==> config.mk <==
export PLATFORM = sky130hd
export DESIGN_NAME = backlightPwm
export DESIGN_NICKNAME = d
export VERILOG_FILES = /design/src/hw/videoTxPkg.sv /design/src/hw/backlightPwm.sv
export SDC_FILE = /design/constraint.sdc
export NUM_CORES = 1
export LEC_CHECK = 0
export BUFFER_PORTS_ARGS = -buffer_cell sky130_fd_sc_hd__buf_2
export CAP_MARGIN = 20
export CELL_PAD_IN_SITES_DETAIL_PLACEMENT = 1
export CELL_PAD_IN_SITES_GLOBAL_PLACEMENT = 1
export CORE_MARGIN = 4
export CORE_UTILIZATION = 44
export DETAILED_ROUTE_END_ITERATION = 16
export GPL_ROUTABILITY_DRIVEN = 0
export PLACE_DENSITY = 0.74
export SYNTH_ARGS = -nofsm -noshare
export SYNTH_HDL_FRONTEND = slang
export SYNTH_SLANG_ARGS = --single-unit
==> constraint.sdc <==
create_clock -name iVideoClk -period 2.9 [get_ports iVideoClk]
set_input_delay 0.58 -clock iVideoClk [delete_from_list [all_inputs] [get_ports iVideoClk]]
set_output_delay 0.58 -clock iVideoClk [all_outputs]
set_load 0.01 [all_outputs]
==> src/hw/videoTxPkg.sv <==
// Video transmit shared types for pixel data, timing counts and backlight duty

package videoTxPkg;

	// ------------------------------
	// Colour data
	// ------------------------------

	// One 4-bit colour channel
	typedef logic [3:0] channelT;

	// Packed RGB 4:4:4, red in [11:8], green in [7:4], blue in [3:0]
	typedef logic [11:0] pixelT;

	// ------------------------------
	// Timing counts
	// ------------------------------

	// Horizontal position, one bit wider than display width
	typedef logic [11:0] hCoordT;

	// Vertical position in lines
	typedef logic [11:0] vCoordT;

	// Backlight duty ratio, 0 is dark
	typedef logic [7:0] dutyT;

	// Vertical phase of the sync generator
	typedef enum logic [1:0] {
		active,
		frontPorch,
		sync,
		backPorch
	} syncStateT;

endpackage

==> src/hw/backlightPwm.sv <==
// Backlight dimming PWM with a 256-cycle period
`timescale 1ns/1ps

module backlightPwm import videoTxPkg::*; (
	input  logic iVideoClk,
	input  logic rstN,
	input  dutyT duty,
	output logic pwm
);

	// Free period counter, wraps 255 to 0
	logic [7:0] periodCnt;

	// Duty held for a whole period
	dutyT dutyLatch;

	// Fresh duty applies from count zero
	dutyT dutyNow;

	assign dutyNow = (periodCnt == 8'd0) ? duty : dutyLatch;

	always_ff @(posedge iVideoClk or negedge rstN)
	begin
		if (!rstN)
		begin
			periodCnt <= '0;
			dutyLatch <= '0;
			pwm       <= 1'b0;
		end
		else
		begin
			periodCnt <= periodCnt + 8'd1;

			// Sample once per period
			if (periodCnt == 8'd0)
				dutyLatch <= duty;

			// High for duty counts, zero stays dark
			pwm <= (periodCnt < dutyNow);
		end
	end

endmodule

### Word-level counts from Yosys, hierarchy flattened

Cells that the tools add are included.

| storage, ports and cells | value |
|---|---|
| input port bits | 10 |
| output and inout port bits | 1 |
| flip-flop bits (word level) | 17 |

| operators by class | value |
|---|---|
| order comparisons | 1 |
| mux-type cells | 1 |
| add/sub/neg operators | 1 |
| reduce and logical (&&, ||, !) cells | 1 |

Operator list:

| cell | number |
|---|---|
| 8-bit by 1-bit adder with 8-bit output (second input constant) | 1 |
| 8-bit logical NOT | 1 |
| 8-bit < comparator | 1 |
| 8-bit two-way mux | 1 |

### Logic depth before layout (Yosys ltp)

| depth | value |
|---|---|
| word-level depth | 3 |
| depth in mapped cells | 9 |

### Least setup slack after synthesis

OpenSTA, ideal clock, no wires.

| timing | value |
|---|---|
| kind | reg2reg |
| start | register periodCnt[4] |
| end | register pwm |
| period minus slack after synthesis | 2152 ps |
| data arrival time | 2041 ps |
| path slack | 748 ps |
| cell stages (with the launch flop) | 9 |
| data required time | 2789 ps |
| cells stage by stage | dfrtp_1 -> nor4_4 -> nand3_4 -> mux2_4 -> inv_2 -> ha_1 -> nand4_1 -> nor2_1 -> a2111oi_2 |

| on the way | value |
|---|---|
| cells in the longest elaborated chain, start to end | 3 |

Ends and longest elaborated chain:

| item | line | text |
|---|---|---|
| start: declaration | backlightPwm.sv:12 | `logic [7:0] periodCnt;` |
| start signal: assignment | backlightPwm.sv:32 | `periodCnt <= periodCnt + 8'd1;` |
| 8-bit logical NOT | backlightPwm.sv:20 | `assign dutyNow = (periodCnt == 8'd0) ? duty : dutyLatch;` |
| 8-bit two-way mux | n/a |  |
| via dutyNow[5] | backlightPwm.sv:18 | `dutyT dutyNow;` |
| 8-bit < comparator | backlightPwm.sv:39 | `pwm <= (periodCnt < dutyNow);` |
| end signal: assignment | backlightPwm.sv:39 |  |
| end: declaration | backlightPwm.sv:8 | `output logic pwm` |

The timed path passes the listed nets, and every way through them passes these cells.

### Worst setup path in the final report

Same ends and word-level chain as after synthesis.

==> metrics.md <==
| Metric | Value |
|---|---|
| Routed WL | between 1500 and 2000 microns |
| Largest net degree at the start of global routing | 18 |
| CTS buffer count | 3 |
| WHS | 0.186 ns |
| Layout area overhead | 12.3% |
| Worst-case clock skew | 0.00319 ns |
| Gr usage total | a little over an eighth |
| Worst-path clk slew | roughly 0.11 ns |
| Gate power share | 7.4% |
| Min cycle time layout | 2.31 ns |
| Worst path required time | ~3.1 ns |
| Post-Syn Area | 883 sq um |
| Final net count | 106 |
| Final Non-Filler Cells | 111 |
| Sw Share | a little under a quarter |
| Synth Flop Type | dfrtp_1 |
| Post-synth ARST share | 100% |
| Power Dens Cells | 409 nW/um^2 |
| Status | finished clean |
| Seq/Total Area, Yosys | between 40% and 50% |
| Setup Crit Path Kind | reg2reg |
| Tcrit/Tclk final | 79.8% |
| CP max stage delay | around 0.48 ns |
| Clock power frac | 32.2% |
| Vias in the first global route | 615 |
| Post-cts resize count | 0 |
| Seq pwr share | just over 60% |
| Gr ovfl total | 0 |
| Layout cells sized above 1 | 27.9% |
| Height of the die | approximately 53 microns |
| CTS tree | done |
| I/O pins | 11 |
| Initial Utilization | 48.5% |
| CP Cell Sequence | nor4_4, nand3_4, mux2_4, inv_2, ha_1, nand3_1, a21boi_0, a2111oi_2 |
| F_max | between 0.4 and 0.5 GHz |
| Kind of start point of the critical path | flip-flop |
| Flop2flop setup slack | approximately 0.6 ns |
| Pint | 0.309 mW |
| Antenna violations before repair | 0 |
| PortBufs | 10 |
| Crit. End Element | flip-flop |
| Worst setup margin | 0.587 ns |
| CTS sink cnt | 17 |
| Area contributors post-synth | dfrtp_1 48%, ha_1 13%, mux2i_1 5.7%, mux2_4 5.1%, xnor2_1 4.0% |
| Post-synth top cells | 17 x dfrtp_1, 9 x ha_1, 6 x inv_1 |
| CTS Hold Bufs | 0 |
| Vias/cell | 4.85 |
| Cell taking the most area after synthesis | dfrtp_1 |
| DR DRC count | 0 |
| Total of max-cap violations | 0 |
| Seq cells post-synth | 17 |
| Endpoints failing setup | 0 |
| Syn_nets | 91 |
| Slew @ Worst Pin | 0.382 ns |
| Slew Limit Fails | 0 |
| Worst EP arrival | 2.50 ns |
| Max-slew headroom | 74.5% |
| Core ar. | 1820 sq um |
| First-pass DRT Iterations | 3 |
| Placed insts | 107 |
| Worst reg2reg path depth | 8 |
| RSZ-0062 raised after global routing | no |
| Leak pwr | 0.500 nW |
| Crit Path Max Fanout | 9 |
| Net Sw Power | 0.0966 mW |
| Number of library cell types mapped by synthesis | 21 |
| Worst Path Buf+Inv | 1 |
| CP top delay family | simple AND/OR/NAND/NOR gates |
| # diodes | 0 |
| Synth top area share | 48.2% |
| Crit-path slowest cell | dfrtp_1 |
| DPL Wire Length | roughly 1200 microns |
| Setup_tns | 0 ns |
| Warnings from Yosys | 0 |
| Post-CTS Setup Inserts | 0 |
| Total die area | around 2800 sq um |
| Post-place setup slack | slightly below 0.6 ns |
| Clk_lat worst skew | 0.29 ns |
| Global-route wire length before repair | between 2000 and 3000 microns |
| WL/cell | around 14 microns |
| Routed Antenna Nets | 0 |
| Cell Rows | 15 |
| Worst path depth | 8 |
| H-tree depth | 1 |
| Final Hold Viols | 0 |
| Syn_area_per_cell | between 10 and 15 sq um |
| Clk buf depth | 2 |
| Initial DRC Count | 4 |
| Mapped Cells | 72 |
| Worst-case vdd ir drop | 221 uV |
| Top-count cell post-synth | dfrtp_1 |
| EDFF count, synth | 0 |
| Worst hold path type | in2async |
| CTS Root Cell | clkbuf_4 |
| Die width | 52.8 microns |
| Power Total | 0.406 mW |
| Vias | 538 |
-- routing by layer --
metal / part of all wire [%] / routed length, microns / track usage (%) / vias to the layer above
met2: 47 / 702 / 22.3 / 7
met3: 2.3 / 35 / 2.56 / 2
met5: 0 / 0 / 0 / -
met1: 50 / 746 / 17.8 / 253
li1: - / - / - / 276
met4: 1.1 / 17 / 5.11 / 0
-- power groups by stage --
stage	clock network [mW]	logic, mW	registers, mW
after floorplan	0	0.0157	0.250
after global placement	0	0.0295	0.250
after detailed placement	0	0.0309	0.250
after CTS	0.134	0.0310	0.245
after global routing	0.144	0.0352	0.246
final	0.130	0.0300	0.245
-- cells in the final DEF, fill, tap and decap left out, types with 2 or more instances in the layout --
| cell type | instances |
|---|---|
| a21oi_1 | 3 |
| buf_2 | 10 |
| clkbuf_4 | 3 |
| dfrtp_1 | 17 |
| ha_1 | 9 |
| inv_1 | 6 |
| inv_2 | 3 |
| mux2_4 | 3 |
| mux2i_1 | 5 |
| nand2_1 | 2 |
| nand3_1 | 5 |
| nand4_1 | 2 |
| nor2_1 | 2 |
| nor2b_1 | 2 |
| xnor2_1 | 4 |
| xor2_1 | 2 |
-- layout make-up --
class	instances	area [sq um]
Inverter	9	33.8
Multi-Input combinational cell	46	424
Sequential cell	17	425
Tap cell	25	31.3
Timing Repair Buffer	10	50.0
Clock buffer	3	22.5
Clock inverter	1	5.00
Fill cell	215	828
-- cells by family (layout without fill, tap and decap cells) --
| family | after synthesis | in the layout | synth area share [%] |
|---|---|---|---|
| compound gates | 5 | 5 | 4.25 |
| fa+ha+maj | 9 | 9 | 12.7 |
| buf+inv | 9 | 23 | 3.82 |
| simple gates | 17 | 17 | 13.0 |
| mux | 9 | 9 | 12.0 |
| xor+xnor | 6 | 6 | 5.95 |
| flops | 17 | 17 | 48.2 |
-- worst register-to-register path, stage by stage (launching register included) --
cell and delay [ns]:
dfrtp_1 0.48, nor4_4 0.34, nand3_4 0.22, mux2_4 0.36, inv_2 0.05, ha_1 0.22
nand3_1 0.08, a21boi_0 0.11, a2111oi_2 0.34
-- registers in the layout, summed over array words and instances, names as in the netlist --
register	count
dutyLatch	8
periodCnt	8
pwm	1
-- stage by stage --
stage	cell area [sq um]	util, %
2_1_floorplan	883	-
3_3_place_gp	965	53.0
3_5_place_dp	965	53.0
4_1_cts	992	54.5
5_1_grt	992	54.5
6_report	992	54.5
-- final timing paths --
| kind | end | startpoint |
|---|---|---|
| worst max-delay path | pwm$_DFF_PN0_ | periodCnt[4]$_DFF_PN0_ |
| worst min-delay path | dutyLatch[2]$_DFF_PN0_ | rstN |
| worst max register to register | pwm$_DFF_PN0_ | periodCnt[4]$_DFF_PN0_ |
| worst min register to register | dutyLatch[6]$_DFF_PN0_ | dutyLatch[6]$_DFF_PN0_ |
| max in group asynchronous | periodCnt[6]$_DFF_PN0_ | rstN |
| min in group iVideoClk | dutyLatch[6]$_DFF_PN0_ | dutyLatch[6]$_DFF_PN0_ |
(Power assumes the default switching activity.)
