$ cat src/hw/videoTxPkg.sv
// Video transmit shared types for pixel data, timing counts and backlight duty

package videoTxPkg;

	// ------------------------------
	// Colour data
	// ------------------------------

	// One 4-bit colour channel
	typedef logic [3:0] channelT;

	// Packed RGB 4:4:4, red in [11:8], green in [7:4], blue in [3:0]
	typedef logic [11:0] pixelT;

	// ------------------------------
	// Timing counts
	// ------------------------------

	// Horizontal position, one bit wider than display width
	typedef logic [11:0] hCoordT;

	// Vertical position in lines
	typedef logic [11:0] vCoordT;

	// Backlight duty ratio, 0 is dark
	typedef logic [7:0] dutyT;

	// Vertical phase of the sync generator
	typedef enum logic [1:0] {
		active,
		frontPorch,
		sync,
		backPorch
	} syncStateT;

endpackage

$ cat src/hw/videoPixelFifo.sv
// Single-clock pixel FIFO with a registered read port that idles at zero
`timescale 1ns/1ps

module videoPixelFifo import videoTxPkg::*; #(
	parameter int pFifoDepth = 16
) (
	input  logic  iVideoClk,
	input  logic  rstN,
	input  pixelT wrData,
	input  logic  wrEn,
	output logic  full,
	input  logic  rdEn,
	output pixelT rdData
);

	// Depth is a power of two
	localparam int lpAddrW = $clog2(pFifoDepth);

	// ------------------------------
	// Storage and pointers
	// ------------------------------

	pixelT mem [pFifoDepth];

	// Extra top bit tells full from empty
	logic [lpAddrW:0] wrPtr;
	logic [lpAddrW:0] rdPtr;
	logic empty;
	logic wrAccept;
	logic rdAccept;

	assign empty = (wrPtr == rdPtr);
	assign full  = (wrPtr[lpAddrW] != rdPtr[lpAddrW])
		&& (wrPtr[lpAddrW-1:0] == rdPtr[lpAddrW-1:0]);

	// Writes to a full FIFO and pops from an empty one are dropped
	assign wrAccept = wrEn && !full;
	assign rdAccept = rdEn && !empty;

	// Word store
	always_ff @(posedge iVideoClk)
	begin
		if (wrAccept)
			mem[wrPtr[lpAddrW-1:0]] <= wrData;
	end

	// ------------------------------
	// Pointer update and read port
	// ------------------------------

	always_ff @(posedge iVideoClk or negedge rstN)
	begin
		if (!rstN)
		begin
			wrPtr  <= '0;
			rdPtr  <= '0;
			rdData <= '0;
		end
		else
		begin
			if (wrAccept)
				wrPtr <= wrPtr + 1'b1;

			// Popped word one cycle after rdEn, black otherwise
			if (rdAccept)
			begin
				rdPtr  <= rdPtr + 1'b1;
				rdData <= mem[rdPtr[lpAddrW-1:0]];
			end
			else
				rdData <= '0;
		end
	end

endmodule

$ cat config.mk
export PLATFORM = sky130hd
export DESIGN_NAME = videoPixelFifo
export DESIGN_NICKNAME = d
export VERILOG_FILES = /design/src/hw/videoTxPkg.sv /design/src/hw/videoPixelFifo.sv
export SDC_FILE = /design/constraint.sdc
export NUM_CORES = 1
export LEC_CHECK = 0
export BUFFER_PORTS_ARGS = -buffer_cell sky130_fd_sc_hd__buf_2
export CORE_UTILIZATION = 55
export CTS_CLUSTER_DIAMETER = 120
export DETAILED_ROUTE_END_ITERATION = 10
export PLACE_DENSITY = 0.75
export SLEW_MARGIN = 15
export SYNTH_ARGS = -nofsm -noshare
export SYNTH_HDL_FRONTEND = slang
export SYNTH_SLANG_ARGS = --single-unit
$ cat constraint.sdc
create_clock -name iVideoClk -period 2.2 [get_ports iVideoClk]
set_input_delay 0.44 -clock iVideoClk [delete_from_list [all_inputs] [get_ports iVideoClk]]
set_output_delay 0.44 -clock iVideoClk [all_outputs]
set_load 0.02 [all_outputs]
[After elaboration in Yosys (flattened, before gate mapping)]
Memories as Yosys holds them, arrays and structs flattened.
Index checks and enable logic that the tools add are counted.
Widths: inputs -> output; s select.
Cells by class
  div/mod/pow operators: 0
  $lt $le $gt $ge: 0
  $mul: 0
  reductions and logical operators: 5
  mux-type cells: 3
  eq/ne operators: 3
  bitwise operators: 0
  add/sub/neg operators: 2
  shifts and indexed selects: 0
Operators by type and width (count)
  $mux 12: 1
  $add 5x1->5 const B: 2
  $eq 5x5->1: 1
  $eq 4x4->1: 1
  $logic_and 1x1->1: 3
  $logic_not 1->1: 2
  $mux 1: 2
  $ne 1x1->1: 1
Word-level totals
  output and inout bits: 13
  bits in registers: 22
  input port bits: 16
  bits in read-only memories: 0
  RAM bits: 192
  memories kept: 1
  bits in latches: 0
  word-level logic and storage cells: 17
Memories
  mem: depth 16, width 12, read ports 1, clocked after Yosys merged registers in 0, write ports 1, line videoPixelFifo.sv:23  | pixelT mem [pFifoDepth];

[Longest topological paths before layout]
  word-level depth: 6
  mapped depth: 6

[Worst setup path after synthesis]
Ideal clock, no wire load.
  path type: register to register
  from: register wrPtr[2]
  to: memory mem[3][0] in the netlist's numbering (enable)
  required time: 1.804 ns
  cell stages (with the launch flop): 6
  arrival: 1.846 ns
  slack: -0.043 ns
  path through: dfrtp_1 > clkbuf_2 > xnor2_2 > nand4_4 > o211ai_1 > nor3_1
On the way
  longest elaborated chain between the ends: 6
Ends and longest elaborated chain
  start: declaration: line videoPixelFifo.sv:26  | logic [lpAddrW:0] wrPtr;
  start signal: assignment: line videoPixelFifo.sv:62  | wrPtr <= wrPtr + 1'b1;
  $eq 4x4->1: line videoPixelFifo.sv:34  | && (wrPtr[lpAddrW-1:0] == rdPtr[lpAddrW-1:0]);
  $logic_and 1x1->1: line videoPixelFifo.sv:34
  $logic_not 1->1: line videoPixelFifo.sv:37  | assign wrAccept = wrEn && !full;
  $logic_and 1x1->1: line videoPixelFifo.sv:37
  $mux 1: line videoPixelFifo.sv:43  | if (wrAccept)
  $mux 1 (implied by the code): line videoPixelFifo.sv:44  | mem[wrPtr[lpAddrW-1:0]] <= wrData;
  end: declaration: line videoPixelFifo.sv:23
Parallel ways exist; a longest one is shown, timed or not.

[Worst setup path after layout]
  from: register rdPtr[0]
  to: output full
On the way
  longest elaborated chain between the ends: 2
Ends and longest elaborated chain
  start: declaration: line videoPixelFifo.sv:27  | logic [lpAddrW:0] rdPtr;
  start signal: assignment: line videoPixelFifo.sv:67  | rdPtr <= rdPtr + 1'b1;
  $eq 4x4->1: line videoPixelFifo.sv:34
  $logic_and 1x1->1: line videoPixelFifo.sv:34
  end: declaration: line videoPixelFifo.sv:11  | output logic full,
Every way passes these cells.

==> run metrics <==
Hold Crit Class in2reg; max_slew headroom 41.4%; # setup viols final 0; post-synthesis sequential area ratio 76.5%; global-route wire length before repair 25100 microns; Critical Path RT 1760 ps; clk buf depth 3; Slew @ Worst Pin 878 ps; Die Width 124 microns; core box area 0.0146 sq mm; share of layout cells above drive strength 1 32.4%; Seq cells post-synth 214; outcome complete, no violations; router iterations before antenna repair 5; largest net degree at the start of global routing 52; CTS Sinks 214; DP Worst Slack 94.8 ps; Critical Path AT 1720 ps; Root Buffer Master clkbuf_16; Final nets 449; crit path kind reg2out; Yosys warning total 0; Synth Area per Inst 21.8 sq um; Setup Total Neg Slack 0 ps; RSZ-0062 raised after global routing false; Max IR drop VDD 0.677 mV; Distinct cells, synth 27; synthesized instance count 379; synthesized area 0.00825 sq mm; per-cell routed wire length 26.4 microns; Final Hold Viols 0; CTS tree done; pwr/cell area 1340 mW/mm^2; die area 0.0155 sq mm; Tcrit/Tclk final 98.1%; Max FO, Critical Path 8; most frequent cells in the layout 192 x edfxtp_1, 48 x mux4_2, 27 x buf_2; Syn Nets 400; DRC errors left 0; grt ovf 0; most common cell after layout, fill and taps aside edfxtp_1; # fillers 920; ANT cells 0; Worst setup EP type primary output; final slew viol count 0; via count 3983; max_cap viols 0; setup repair bufs after CTS 0; Avg Vias per Cell 6.36; Final Skew 12.1 ps; gpl congestion 0.828; initial antenna violation count 0; I/O pin total 29; Final Worst Setup Slack 41.3 ps; Total Wirelength 16500 microns; remaining antenna violation count 0; Clock Latency Late Sink 490 ps; Reg clk slew, reported paths 70 ps; Area Growth Syn to Fin 13.9%; fmax 0.463 GHz; hpwl dp 10200 microns; Port Buffers 28; vias in the first global route 4056; Startpoint Class register; Vert. Die Dim 124 microns; min Tclk post-route 2160 ps; 1st-iter DRT viols 412; H-tree depth 1; effective utilization at floorplan 56.6%; CTS buffer count 20; Total GRT Usage 22.3%; leakage 3.19 nW; site row count 44
## sequential cells by signal, indices dropped and copies added, names as in the netlist
name    cells
mem       192
rdData     12
rdPtr       5
wrPtr       5
## critical path, stage by stage, from the launching register on
cell and delay (ps):
dfrtp_4 510, xnor2_4 160, nand4_4 90, buf_4 190, nor2_2 120, buf_4 160
## final timing paths
kind | start | to | slack, ps | cells after the start
setup reg to reg | rdPtr[1]$_DFFE_PN0P_ | rdData[2]$_DFF_PN0_ | 70 | 4
min in group asynchronous | rstN | rdData[11]$_DFF_PN0_ | 460 | 2
hold reg to reg | rdPtr[4]$_DFFE_PN0P_ | rdPtr[4]$_DFFE_PN0P_ | 590 | 2
hold / removal | rdEn | rdData[0]$_DFF_PN0_ | 290 | 3
max in group asynchronous | rstN | rdPtr[0]$_DFFE_PN0P_ | 1330 | 2
setup / recovery | rdPtr[0]$_DFFE_PN0P_ | full | 40 | 5
## cell usage after synthesis
| master | instances | area (sq um) |
|---|---|---|
| edfxtp_1 | 192 | 5770 |
| mux4_2 | 48 | 1080 |
| a22oi_1 | 24 | 180 |
| dfrtp_1 | 22 | 551 |
| and3_1 | 14 | 87.6 |
| a21oi_1 | 12 | 60.1 |
| xnor2_1 | 11 | 96.3 |
| clkbuf_1 | 9 | 33.8 |
| buf_2 | 5 | 25.0 |
| ha_1 | 5 | 62.6 |
| nor2b_1 | 5 | 31.3 |
| and2_1 | 4 | 25.0 |
| buf_6 | 4 | 45.0 |
| inv_1 | 3 | 11.3 |
| nor2_1 | 3 | 11.3 |
| o2111ai_1 | 3 | 26.3 |
| o211ai_1 | 3 | 22.5 |
| buf_4 | 2 | 15.0 |
| xnor2_2 | 2 | 32.5 |
| clkbuf_2 | 1 | 5.00 |
| mux2_1 | 1 | 11.3 |
| mux2_4 | 1 | 15.0 |
| nand4_4 | 1 | 21.3 |
| nor3_1 | 1 | 5.00 |
| o21a_4 | 1 | 15.0 |
| o21ai_2 | 1 | 8.76 |
| xor2_1 | 1 | 8.76 |
## layout make-up
type	count	area (sq um)	share of cell area [%]
well taps	184	230	2.45
clock buffers	26	554	5.90
repair buffers	48	308	3.27
flip-flops and latches	214	6320	67.3
multi-input cells	141	1850	19.6
clock inverters	10	128	1.36
inverters	3	11.3	0.120
## per-layer routing
| layer | vias up | routed length (microns) | GRT usage [%] |
|---|---|---|---|
| li1 | 1672 | - | - |
| met1 | 2087 | 6990 | 34.8 |
| met2 | 198 | 7710 | 33.1 |
| met3 | 26 | 1490 | 3.69 |
| met4 | 0 | 348 | 6.38 |
| met5 | - | 0 | 0 |
## cell families (layout without fill, tap and decap cells)
logic type / after synthesis / count (layout) / synth area share, %
flip-flops: 214 / 214 / 76.5
multiplexers: 50 / 50 / 13.4
AO/OA/AOI/OAI: 44 / 44 / 3.79
AND/OR/NAND/NOR: 28 / 28 / 2.20
buffers and inverters: 24 / 87 / 1.64
XOR/XNOR: 14 / 14 / 1.67
adder cells (fa/ha/maj): 5 / 5 / 0.758
## through the flow
stage	instance area, sq um	instances	power, W	hold slack [ps]	util [%]
after global routing	9400	626	0.0131	296	64.4
after global placement	8660	589	0.00893	430	59.4
after CTS	9380	626	0.0126	282	64.3
final	9400	626	0.0126	288	64.4
after floorplan	8260	379	0.00779	144	-
after detailed placement	8660	589	0.00896	438	59.4
## what timing repair did
item | 4_1_cts | 5_1_grt
endpoints found under the setup margin | 1 | 25
endpoints found under the hold margin | 22 | 0
pin swaps | 0 | 1
hold buffers | 1 | 0
resized for setup | 6 | 4
## report_power, final
part	total, W	internal (W)	switching (W)	leakage, nW
sequential	0.00521	0.00499	0.000218	2.01
clock	0.00354	0.00214	0.00141	0.338
combinational	0.00383	0.00169	0.00213	0.848
Power figures use the tool's default switching activity.
