File: src/hw/videoTxPkg.sv
// Video transmit shared types for pixel data, timing counts and backlight duty

package videoTxPkg;

	// ------------------------------
	// Colour data
	// ------------------------------

	// One 4-bit colour channel
	typedef logic [3:0] channelT;

	// Packed RGB 4:4:4, red in [11:8], green in [7:4], blue in [3:0]
	typedef logic [11:0] pixelT;

	// ------------------------------
	// Timing counts
	// ------------------------------

	// Horizontal position, one bit wider than display width
	typedef logic [11:0] hCoordT;

	// Vertical position in lines
	typedef logic [11:0] vCoordT;

	// Backlight duty ratio, 0 is dark
	typedef logic [7:0] dutyT;

	// Vertical phase of the sync generator
	typedef enum logic [1:0] {
		active,
		frontPorch,
		sync,
		backPorch
	} syncStateT;

endpackage

File: src/hw/videoTimingIf.sv
// Display and sync timing set shared by the pixel generator and sync generator
`timescale 1ns/1ps

interface videoTimingIf import videoTxPkg::*; ();

	// Active area size
	hCoordT hDisplay;
	vCoordT vDisplay;

	// Horizontal sync window and line length in pixels
	hCoordT hSyncStart;
	hCoordT hSyncEnd;
	hCoordT hSyncMax;

	// Vertical sync window and frame length in lines
	vCoordT vSyncStart;
	vCoordT vSyncEnd;
	vCoordT vSyncMax;

	// Pattern source only needs the raster size
	modport pixelSide (
		input hDisplay,
		input vDisplay
	);

	// Sync generator sees the full set
	modport syncSide (
		input hDisplay, vDisplay,
		input hSyncStart, hSyncEnd, hSyncMax,
		input vSyncStart, vSyncEnd, vSyncMax
	);

endinterface

File: src/hw/videoPixelGen.sv
// Test-pattern pixel source writing one raster-order pixel per cycle into the FIFO
`timescale 1ns/1ps

module videoPixelGen import videoTxPkg::*; (
	input  logic            iVideoClk,
	input  logic            rstN,
	videoTimingIf.pixelSide timing,
	input  logic            full,
	output pixelT           pixel,
	output logic            pixelWe
);

	// ------------------------------
	// Raster position and frame
	// ------------------------------

	hCoordT xPos;
	vCoordT yPos;
	logic [3:0] frameCnt;

	// Last pixel of a line and last line of a frame
	hCoordT xLast;
	vCoordT yLast;
	logic lineDone;
	logic frameDone;

	assign xLast = timing.hDisplay - hCoordT'(1);
	assign yLast = timing.vDisplay - vCoordT'(1);
	assign lineDone = (xPos == xLast);
	assign frameDone = lineDone && (yPos == yLast);

	// Write whenever there is room
	assign pixelWe = ~full;

	// Pattern: red from x, green from y, blue from frame
	assign pixel = {channelT'(xPos[3:0]), channelT'(yPos[3:0]), channelT'(frameCnt)};

	// ------------------------------
	// Position counters
	// ------------------------------

	// Advance only on accepted writes
	always_ff @(posedge iVideoClk or negedge rstN)
	begin
		if (!rstN)
		begin
			xPos     <= '0;
			yPos     <= '0;
			frameCnt <= '0;
		end
		else if (pixelWe)
		begin
			if (lineDone)
				xPos <= '0;
			else
				xPos <= xPos + hCoordT'(1);

			// Next line or wrap to top
			if (frameDone)
				yPos <= '0;
			else if (lineDone)
				yPos <= yPos + vCoordT'(1);

			// Frame index wraps at 16
			if (frameDone)
				frameCnt <= frameCnt + 4'd1;
		end
	end

endmodule

File: src/flat_wrapper.sv
// flat-port wrapper written by rule: the top's interface ports become plain ports
module videoPixelGen_flat import videoTxPkg::*;
  (iVideoClk, rstN, full, pixel, pixelWe, timing_hDisplay, timing_vDisplay);
  videoTimingIf timing_i ();
  input  logic iVideoClk;
  input  logic rstN;
  input  logic full;
  output pixelT pixel;
  output logic pixelWe;
  input wire logic [$bits(timing_i.hDisplay)-1:0] timing_hDisplay;
  input wire logic [$bits(timing_i.vDisplay)-1:0] timing_vDisplay;
  assign timing_i.hDisplay = timing_hDisplay;
  assign timing_i.vDisplay = timing_vDisplay;
  videoPixelGen u_core (.iVideoClk(iVideoClk), .rstN(rstN), .timing(timing_i), .full(full), .pixel(pixel), .pixelWe(pixelWe));
endmodule
File: config.mk
export PLATFORM = sky130hd
export DESIGN_NAME = videoPixelGen_flat
export DESIGN_NICKNAME = d
export VERILOG_FILES = /design/src/hw/videoTxPkg.sv /design/src/hw/videoTimingIf.sv /design/src/hw/videoPixelGen.sv /design/src/flat_wrapper.sv
export SDC_FILE = /design/constraint.sdc
export NUM_CORES = 1
export LEC_CHECK = 0
export ABC_AREA = 1
export CAP_MARGIN = 0
export CORE_MARGIN = 1.5
export CORE_UTILIZATION = 50
export DETAILED_ROUTE_END_ITERATION = 12
export DONT_BUFFER_PORTS = 1
export SYNTH_ARGS = -nofsm -noshare
export SYNTH_HDL_FRONTEND = slang
export SYNTH_SLANG_ARGS = --single-unit
File: constraint.sdc
create_clock -name iVideoClk -period 3.6 [get_ports iVideoClk]
set_input_delay 0.18 -clock iVideoClk [delete_from_list [all_inputs] [get_ports iVideoClk]]
set_output_delay 0.18 -clock iVideoClk [all_outputs]
set_load 0.005 [all_outputs]
# After elaboration in Yosys (flattened, before gate mapping)
# Cells that the tools add are included.
# Widths: inputs -> output; s select.
# word_totals
output_inout_bits	13
register_bits	28
elab_cells	18
in_bits	27
# classes
addsub	5
bitwise_logic	1
eq_ne	2
reduce_logical	4
mux	3
# ops
cell	n
$mux 12	3
$add 12x1->12 const B	2
$eq 12x12->1	2
$sub 12x1->12 const B	2
$add 4x1->4 const B	1
$reduce_and 2->1	2
$reduce_bool 2->1	1
$logic_and 1x1->1	1
$not 1->1	1

# Depth between registers and ports, before layout
# Gate-level depths: netlist of the first run.
# logic_depth
depth_word	5
ltp_mapped	16
mapped_depth_nobuf	15

# Worst setup path before layout of the first run
# No wires, ideal clock.
# synth_path
path_type	input to register
from	input timing_hDisplay[0]
to	register u_core.yPos[3]
stages	16
path_buffers	1
path_slack_ps	1811
t_arrival_ps	1670
path_cell_list	inv_1 > ha_1 > nand2_1 > nor2_1 > nand2_1 > nand2_2 > nand2_1 > nand2_2 > nand2_1 > nor2_2 > nand2_2 > nor2_8 > nand2_4 > buf_6 > nand2_1 > nand2_1
# synth_via
elab_chain_cells	5
# synth_lines
item	line	text
start, declared	flat_wrapper.sv:10	input wire logic [$bits(timing_i.hDisplay)-1:0] timing_hDisplay;
$sub 12x1->12 *	videoPixelGen.sv:27	assign xLast = timing.hDisplay - hCoordT'(1);
$eq 12x12->1 *	videoPixelGen.sv:29	assign lineDone = (xPos == xLast);
$logic_and 1x1->1	videoPixelGen.sv:30	assign frameDone = lineDone && (yPos == yLast);
$reduce_bool 2->1 (no source line)	-	
$reduce_and 2->1 (no source line)	-	
end signal, assigned	videoPixelGen.sv:62	yPos <= yPos + vCoordT'(1);
end, declared	videoPixelGen.sv:18	vCoordT yPos;
# Every way passes the cells marked *; elsewhere a longest branch is shown, timed or not.
# A chain may end at the register's enable or synchronous reset.

# Worst setup path in the final report of the first run
# layout_path
from	register u_core.xPos[0]
to	register u_core.yPos[10]
# layout_via
elab_chain_cells	4
# layout_lines
item	line	text
start, declared	videoPixelGen.sv:17	hCoordT xPos;
start signal, assigned	videoPixelGen.sv:56	xPos <= xPos + hCoordT'(1);
$eq 12x12->1 *	videoPixelGen.sv:29	
$logic_and 1x1->1	videoPixelGen.sv:30	
$reduce_bool 2->1 (no source line)	-	
$reduce_and 2->1 (no source line)	-	
# Marks and branches as above.

==> metrics.cfg, run 1 <==
[run_status]
status=complete, no violations

[synth]
syn_area_um2=2860
synth-async-reset-ratio_pct=100
synth-edff-count=0
ys_types=29
syn_avg_cell_area_um2=6.08
synth_seq_cells=28
synth_top_cell_by_area=dfrtp_1
synthCells=471
yosysSeqAreaShare_pct=24.5
yosysWarnings=0
synth.most_common_cell=nand2_1
synth.net_count=503
ys.flop_type=dfrtp_1
synth_common_cells=nand2_1, inv_1, nand3_1
synth_area_leaders=dfrtp_1, nand2_1, inv_1
netlist.area_leader.share_pct=24.5

[clock_network]
clk_latency_ps=270
clock_sinks=28
cts_tree=yes
cts_buffer_depth=2
cts_buffers=3
cts-root-buf=clkbuf_8
h-tree-depth=1
cts.clk_slew.worst_paths_ps=90
cts_setup_buffers=0

[setup_path]
crit_path_max_fanout=18
critPathArrivalTime_ps=2160
startpoint_type=flip-flop
crit_start=u_core.xPos[0]
r2r_slack_ps=1610
cp.required_ps=3770
worstReg2RegEnd=u_core.yPos[10]
crit_path_end=u_core.yPos[10]
end_kind=flip-flop
rr_startpoint=u_core.xPos[0]
crit_type=flip-flop to flip-flop
reg2reg_depth=11

[global_routing]
grtUsageTotal_pct=22.7
grt_max_degree=29
grt_pass1_wl_um=11200
grt_pass1_vias=2428
gr-total-overflow=0
antenna_found_initial=0

[final_layout]
final-seq-area_um2=701
fin_util_pct=53.6
fill_cells=577
multi_input_area_um2=1750
drive_gt1_share_pct=6.06
final_nets=495
synthToLayoutAreaGrowth_pct=2.97
diodes=0

[timing]
hold_violations=0
slew_viol_final=0
skew_ps=4.13
finalCriticalPeriod_ps=1990
worstMarginPinSlew_ps=760
finalSetupTns_ps=0
timing.fmax_ghz=0.502
slew_headroom_pct=49.3
layout_setup_ws_ps=1610
setup_viol=0
rsz0062_at_grt=no
finalCritPeriodShare_pct=55.3

[die]
core_um2=5510
die_area_um2=6190
pin_count=40
std_cell_rows=27
start_util_pct=52.0
chipWidth_um=78.7
fp.dieH_um=78.7

[worst_hold_path]
hp-class=primary input to flip-flop

[place]
port_buffers=0
place_congestion=0.894
dp_hpwl_um=5360
place_ws_ps=1520

[power]
power_density_nw_per_um2=395
peakVddDrop_mv=0.310
power.leakage_nw=1.65

[detailed_routing]
dr.pass1.iters=4
routed_wl_um=6570
wl_per_cell_um=12.3
drc=0
vias=2670
routed_via_density=5.00
drt-initial-drc-count=189
ant_nets=0

[flow_run]
max-cap-violations=0

==> registers in the layout (all words and copies together), names as in the netlist <==
register,cells
u_core.frameCnt,4
u_core.xPos,12
u_core.yPos,12
==> power by group <==
group          switching [W]  internal (W)  total (W)
combinational       0.000290      0.000174   0.000464
sequential         0.0000833      0.000374   0.000457
clock              0.0000962      0.000149   0.000245
total               0.000469      0.000696    0.00117
==> what timing repair did <==
action | CTS | global route
endpoints found under the hold margin | 28 | 0
gates resized for setup | 0 | 0
hold buffers | 2 | 0
==> how the worst min path moves through the flow <==
| stage | from | to | slack, ps | depth (start not counted) |
|---|---|---|---|---|
| final | full | u_core.xPos[0] | 20 | 2 |
| after floorplan | rstN | u_core.frameCnt[0] | -120 | 0 |
| after global routing | full | u_core.xPos[0] | 30 | 2 |
| after global placement | rstN | u_core.xPos[0] | -110 | 0 |
| after detailed placement | rstN | u_core.xPos[6] | -110 | 0 |
| after CTS | full | u_core.xPos[0] | 20 | 2 |
==> cell usage in the layout, fill, tap and decap left out, types with 2 or more instances in the layout <==
cell type / netlist / routed
nand3b_1: 4 / 4
inv_1: 80 / 80
nand4_1: 21 / 21
dfrtp_1: 28 / 28
a21oi_1: 2 / 2
nand3_1: 46 / 46
nand2_1: 151 / 151
or2_2: 2 / 2
o21ai_0: 7 / 7
xnor2_1: 6 / 6
clkbuf_8: 0 / 3
xor2_1: 24 / 24
nand3_2: 3 / 3
nor2_1: 44 / 44
nor3_1: 11 / 11
nor2_4: 2 / 2
and2_1: 2 / 2
ha_1: 5 / 5
nand2_2: 6 / 6
nor2_2: 7 / 7
==> per-layer routing <==
metal	routed length, um	part of all wire [%]	track usage [%]	up-vias
li1	-	-	-	1434
met1	3450	53	35.1	1176
met3	434	6.6	4.53	4
met5	0	0	0	-
met2	2650	40	33.0	56
met4	31	0.47	2.86	0
==> layout make-up <==
class	instances	share of cell area [%]
Clock inverter	1	1.02
Tap cell	72	3.05
Inverter	81	10.3
Timing Repair Buffer	2	1.02
Sequential cell	28	23.8
Clock buffer	3	1.40
Multi-Input combinational cell	347	59.4
==> through the flow <==
step                      area [um2]  std cells  power [W]  hold WS (ps)
after floorplan                 2860        471   0.000834          -116
after global placement          2850        528   0.000904          -114
after detailed placement        2850        528   0.000913          -115
after CTS                       2950        534    0.00117          19.9
after global routing            2950        534    0.00128          27.6
final                           2950        534    0.00117          22.2
==> logic make-up (layout without fill, tap and decap cells) <==
group	after synthesis	after routing	synth area share, %
adders and majority gates	5	5	2.18
buffers and inverters	96	87	14.3
and+or+nand+nor	302	302	48.0
AOI/OAI and AO/OA	10	10	1.83
DFF	28	28	24.5
xor gates and xnor gates	30	30	9.17
==> critical path, cell delays in order, from the launching register on <==
cell     delay (ps)
dfrtp_1         450
inv_1            90
nand2_1          70
nand2_1          50
nor2_1          170
inv_1            80
nor3_1          230
nand3_2         160
nor2_8          270
nand2_4         160
nand2_1         110
nand2_1          50
Power figures use the tool's default switching activity.
==> run 2, diff against run 1 <==
- PLACE_DENSITY: unset -> 0.68
- clock period: 3.6 -> 1.7 ns (I/O delays scaled with it)
==> metrics.cfg, run 2 (synthesis results as in run 1) <==
[detailed_routing]
dr.pass1.iters=4
ant_nets=0
drc=0
routed_via_density=5.03
drt-initial-drc-count=197
wl_per_cell_um=12.3
vias=2965
routed_wl_um=7260

[run_status]
violations=negative setup slack
status=finished, violations left

[setup_path]
crit_type=flip-flop to flip-flop
crit_chain=inv_2 -> nand2_2 -> nand2_2 -> xor2_2 -> nor3_2 -> nand3_4 -> nor2_8 -> buf_6 -> nand4_1 -> nand2_1
worstReg2RegEnd=u_core.yPos[6]
crit_path_max_fanout=7
rr_startpoint=u_core.xPos[3]
critPathArrivalTime_ps=1980
reg2reg_depth=10
worst_path_most_repeated_cell=nand2_2
end_kind=flip-flop
r2r_slack_ps=-60
cp_slowest_stage_delay_ps=430
startpoint_type=flip-flop
cp.required_ps=1920
cp_slowest_cell=dfrtp_1

[worst_hold_path]
hold_start=full
hold_end=u_core.xPos[2]
holdPathStages=3
hp-class=primary input to flip-flop

[place]
post-place-cells=567
dp_hpwl_um=5450
port_buffers=0
place_congestion=0.915
place_ws_ps=-87.7
dpl-instance-area_um2=3140

[power]
clkPwrFrac_pct=17.9
pwr-share-comb_pct=50.1
power_density_nw_per_um2=845
power_switching_w=0.00118
p_sw_share_pct=39.5
power.leakage_nw=1.93
peakVddDrop_mv=0.680
p_int_w=0.00180
p_seq_share_pct=32.0

[global_routing]
gr-total-overflow=0
grt_pass1_wl_um=12100
antenna_found_initial=0
grtUsageTotal_pct=23.9
grt_pass1_vias=2745
grt_max_degree=29

[die]
start_util_pct=52.0
chipWidth_um=78.7
fp.dieH_um=78.7
die_area_um2=6190
std_cell_rows=27
pin_count=40
core_um2=5510

[final_layout]
final_cell_area_um2=3530
diodes=0
synthToLayoutAreaGrowth_pct=23.2
final_cell_mix=nand2_1, inv_1, buf_4
final_nets=551
finalNonFillerCells=590
drive_gt1_share_pct=22.8
top_regs=u_core.xPos (12), u_core.yPos (12), u_core.frameCnt (4)
final_common_cell=nand2_1

[timing]
layout_setup_ws_ps=-57.4
slew_headroom_pct=55.9
worstMarginPinSlew_ps=660
rsz0062_at_grt=yes
skew_ps=7.29
timing.fmax_ghz=0.569
hold_violations=0
setup_viol=25
finalCriticalPeriod_ps=1760
slew_viol_final=0
finalCritPeriodShare_pct=103

[clock_network]
cts.clk_slew.worst_paths_ps=90
cts_tree=yes
cts_buffer_depth=2
cts_buffers=3
h-tree-depth=1
cts-root-buf=clkbuf_8
clk_latency_ps=280
clock_sinks=28

[flow_run]
max-cap-violations=0

-- run 2: cell types whose count changed in the layout (fill, tap and decap cells not counted), moves of 3 or more --
cell / change
buf_4: +49
nand2_1: -11
nand2_2: +10
buf_6: +6
inv_1: -6
inv_2: +6
dfrtp_1: -5
dfrtp_2: +5
nor3_1: -5
nor3_2: +5
nor2_1: -3
-- run 2: worst max-delay path: cells and delay by family, from the launching register on --
kind	cells	cell delay [ps]
AND/OR/NAND/NOR	7	880
flip-flops	1	430
XOR/XNOR	1	160
buffers and inverters	2	230
-- run 2: worst max path at each step --
stage	endpoint	slack (ps)	start
2_1_floorplan	u_core.yPos[3]	6	timing_hDisplay[0]
3_3_place_gp	u_core.yPos[10]	-40	u_core.xPos[0]
3_5_place_dp	u_core.yPos[6]	-90	timing_hDisplay[0]
4_1_cts	u_core.xPos[10]	-40	u_core.xPos[0]
5_1_grt	u_core.yPos[5]	-190	u_core.xPos[3]
6_report	u_core.yPos[6]	-60	u_core.xPos[3]
-- run 2: routing by layer --
| metal | vias to the layer above | wire length [um] | GRT usage (%) |
|---|---|---|---|
| met5 | - | 0 | 0 |
| met4 | 0 | 26 | 1.96 |
| met3 | 4 | 474 | 3.60 |
| met2 | 88 | 3390 | 40.3 |
| met1 | 1326 | 3360 | 33.5 |
| li1 | 1547 | - | - |
-- run 2: cell type report --
| type | count | area [um2] |
|---|---|---|
| inverter | 81 | 304 |
| timing repair buffer | 58 | 475 |
| clock inverter | 1 | 30.0 |
| sequential | 28 | 707 |
| fill | 508 | 1980 |
| clock buffer | 3 | 41.3 |
| tap | 72 | 90.1 |
| multi-input combinational | 347 | 1880 |
-- run 2: what timing repair did --
action | CTS | global route
gates resized for setup | 13 | 36
setup endpoints to repair | 25 | 28
hold endpoints to repair | 31 | 0
hold buffers | 3 | 0
cloned | 0 | 0
setup buffers | 14 | 2
pin swaps | 3 | 19
-- run 2: power by group through the flow --
stage / registers, W / logic, W / clock network (W)
after floorplan: 0.000913 / 0.000852 / 0
final: 0.000953 / 0.00149 / 0.000533
after detailed placement: 0.000949 / 0.00114 / 0
after global routing: 0.000966 / 0.00166 / 0.000566
after global placement: 0.000943 / 0.00112 / 0
after CTS: 0.000930 / 0.00132 / 0.000536
-- run 2: per-stage QoR --
step	total power, W	util [%]	hold slack (ps)	setup TNS [ps]
finish	0.00298	64.1	19.8	-663
global route	0.00319	64.1	43.6	-3840
CTS	0.00279	61.9	15.9	-192
detailed placement	0.00209	57.0	-209	-1790
global placement	0.00206	57.0	-210	-519
floorplan	0.00177	-	-211	0
==> run 3, diff against run 2 <==
- PLACE_DENSITY: 0.68 -> 0.73
- TNS_END_PERCENT: unset -> 5
==> metrics.cfg, run 3 (synthesis results as in run 1) <==
[setup_path]
worstReg2RegEnd=u_core.yPos[8]
end_kind=flip-flop
reg2reg_depth=10
crit_type=flip-flop to flip-flop
r2r_slack_ps=-50
rr_startpoint=u_core.xPos[1]
startpoint_type=flip-flop
cp.required_ps=1930
crit_path_max_fanout=7
critPathArrivalTime_ps=1970

[global_routing]
grt_pass1_vias=2683
grt_max_degree=29
gr-total-overflow=0
grtUsageTotal_pct=23.6
antenna_found_initial=0
grt_pass1_wl_um=11800

[place]
place_congestion=0.896
post-place-cells=562
dp_hpwl_um=5400
port_buffers=0

[clock_network]
cts_buffers=3
h-tree-depth=1
cts_buffer_depth=2
clock_sinks=28
cts_tree=yes
cts.clk_slew.worst_paths_ps=100
clk_latency_ps=280
cts-root-buf=clkbuf_8

[detailed_routing]
wl_per_cell_um=12.3
routed_via_density=5.06
drt-initial-drc-count=154
dr.pass1.iters=4
vias=2922
ant_nets=0
routed_wl_um=7080
drc=0

[worst_hold_path]
holdPathStages=3
hold_start=full
hold_end=u_core.xPos[3]
hp-class=primary input to flip-flop

[power]
power.leakage_nw=1.88
peakVddDrop_mv=0.561
total_power_w=0.00287
power_density_nw_per_um2=842

[timing]
worstMarginPinSlew_ps=378
finalCritPeriodShare_pct=103
finalSetupTns_ps=-87.0
setup_viol=6
layout_setup_ws_ps=-45.8
rsz0062_at_grt=yes
hold_violations=0
hold-worst-slack_ps=9.95
skew_ps=8.21
timing.fmax_ghz=0.573
slew_headroom_pct=74.8
finalCriticalPeriod_ps=1750
slew_viol_final=0

[final_layout]
diodes=0
fill_cells=536
final_nets=538
final_cell_mix=nand2_1, inv_1, nand3_1
final_common_cell=nand2_1
synthToLayoutAreaGrowth_pct=19.2
finalNonFillerCells=577
fin_util_pct=62.0
top_regs=u_core.xPos (12), u_core.yPos (12), u_core.frameCnt (4)
drive_gt1_share_pct=19.2

[die]
start_util_pct=52.0
std_cell_rows=27
core_um2=5510
die_area_um2=6190
pin_count=40
chipWidth_um=78.7
fp.dieH_um=78.7

[flow_run]
max-cap-violations=0

[run_status]
violations=negative setup slack
status=finished, violations left

run 3: cell types whose count changed in the layout (fill, tap and decap cells not counted), sizes merged:
cell	delta
buf	-13
run 3: cell type report:
type	instances	area, um2	area share (%)
flip-flops and latches	28	703	20.6
multi-input cells	347	1870	54.8
clock inverters	1	30.0	0.880
inverters	81	304	8.91
clock buffers	3	41.3	1.21
repair buffers	45	374	11.0
well taps	72	90.1	2.64
run 3: layer usage:
metal,vias up,part of all wire [%],global-route usage [%]
met5,-,0,0
met3,8,5.8,3.60
met4,0,1.1,6.43
li1,1526,-,-
met2,71,47,38.4
met1,1317,46,32.5
run 3: metrics by stage:
step           worst slack, ps  instance area [um2]
6_report                 -45.8                 3410
5_1_grt                   -149                 3410
4_1_cts                  -40.7                 3300
3_5_place_dp             -84.0                 3100
3_3_place_gp             -39.1                 3100
2_1_floorplan             6.46                 2860
run 3: how the worst max path moves through the flow:
stage / from / end / slack (ps) / cells past startpoint
floorplan: timing_hDisplay[0] / u_core.yPos[3] / 6 / 16
global placement: timing_hDisplay[0] / u_core.xPos[4] / -40 / 13
detailed placement: timing_hDisplay[0] / u_core.yPos[8] / -80 / 14
CTS: u_core.xPos[0] / u_core.yPos[8] / -40 / 11
global route: u_core.xPos[1] / u_core.yPos[8] / -150 / 10
finish: u_core.xPos[1] / u_core.yPos[8] / -50 / 10
run 3: report_power, final:
group | internal, W | switching (W) | leakage, nW
registers | 0.000796 | 0.000153 | 0.358
clock network | 0.000316 | 0.000225 | 0.0357
logic | 0.000604 | 0.000779 | 1.49
run 3: critical path, cell delays in order (launching register included):
cell,delay [ps]
dfrtp_1,430
or2_4,160
nand2_4,40
nor2_4,110
inv_2,60
nor3_4,180
nand3_2,140
nor2_8,220
buf_6,150
nand4_1,90
nand2_1,100
run 3: repair_timing:
| action | CTS | global route |
|---|---|---|
| pin swaps | 5 | 14 |
| hold buffers | 3 | 0 |
| buffers inserted | 4 | 4 |
| resized for setup | 12 | 28 |
| endpoints found under the hold margin | 31 | 0 |
| gates cloned | 0 | 0 |
| endpoints found under the setup margin | 24 | 28 |
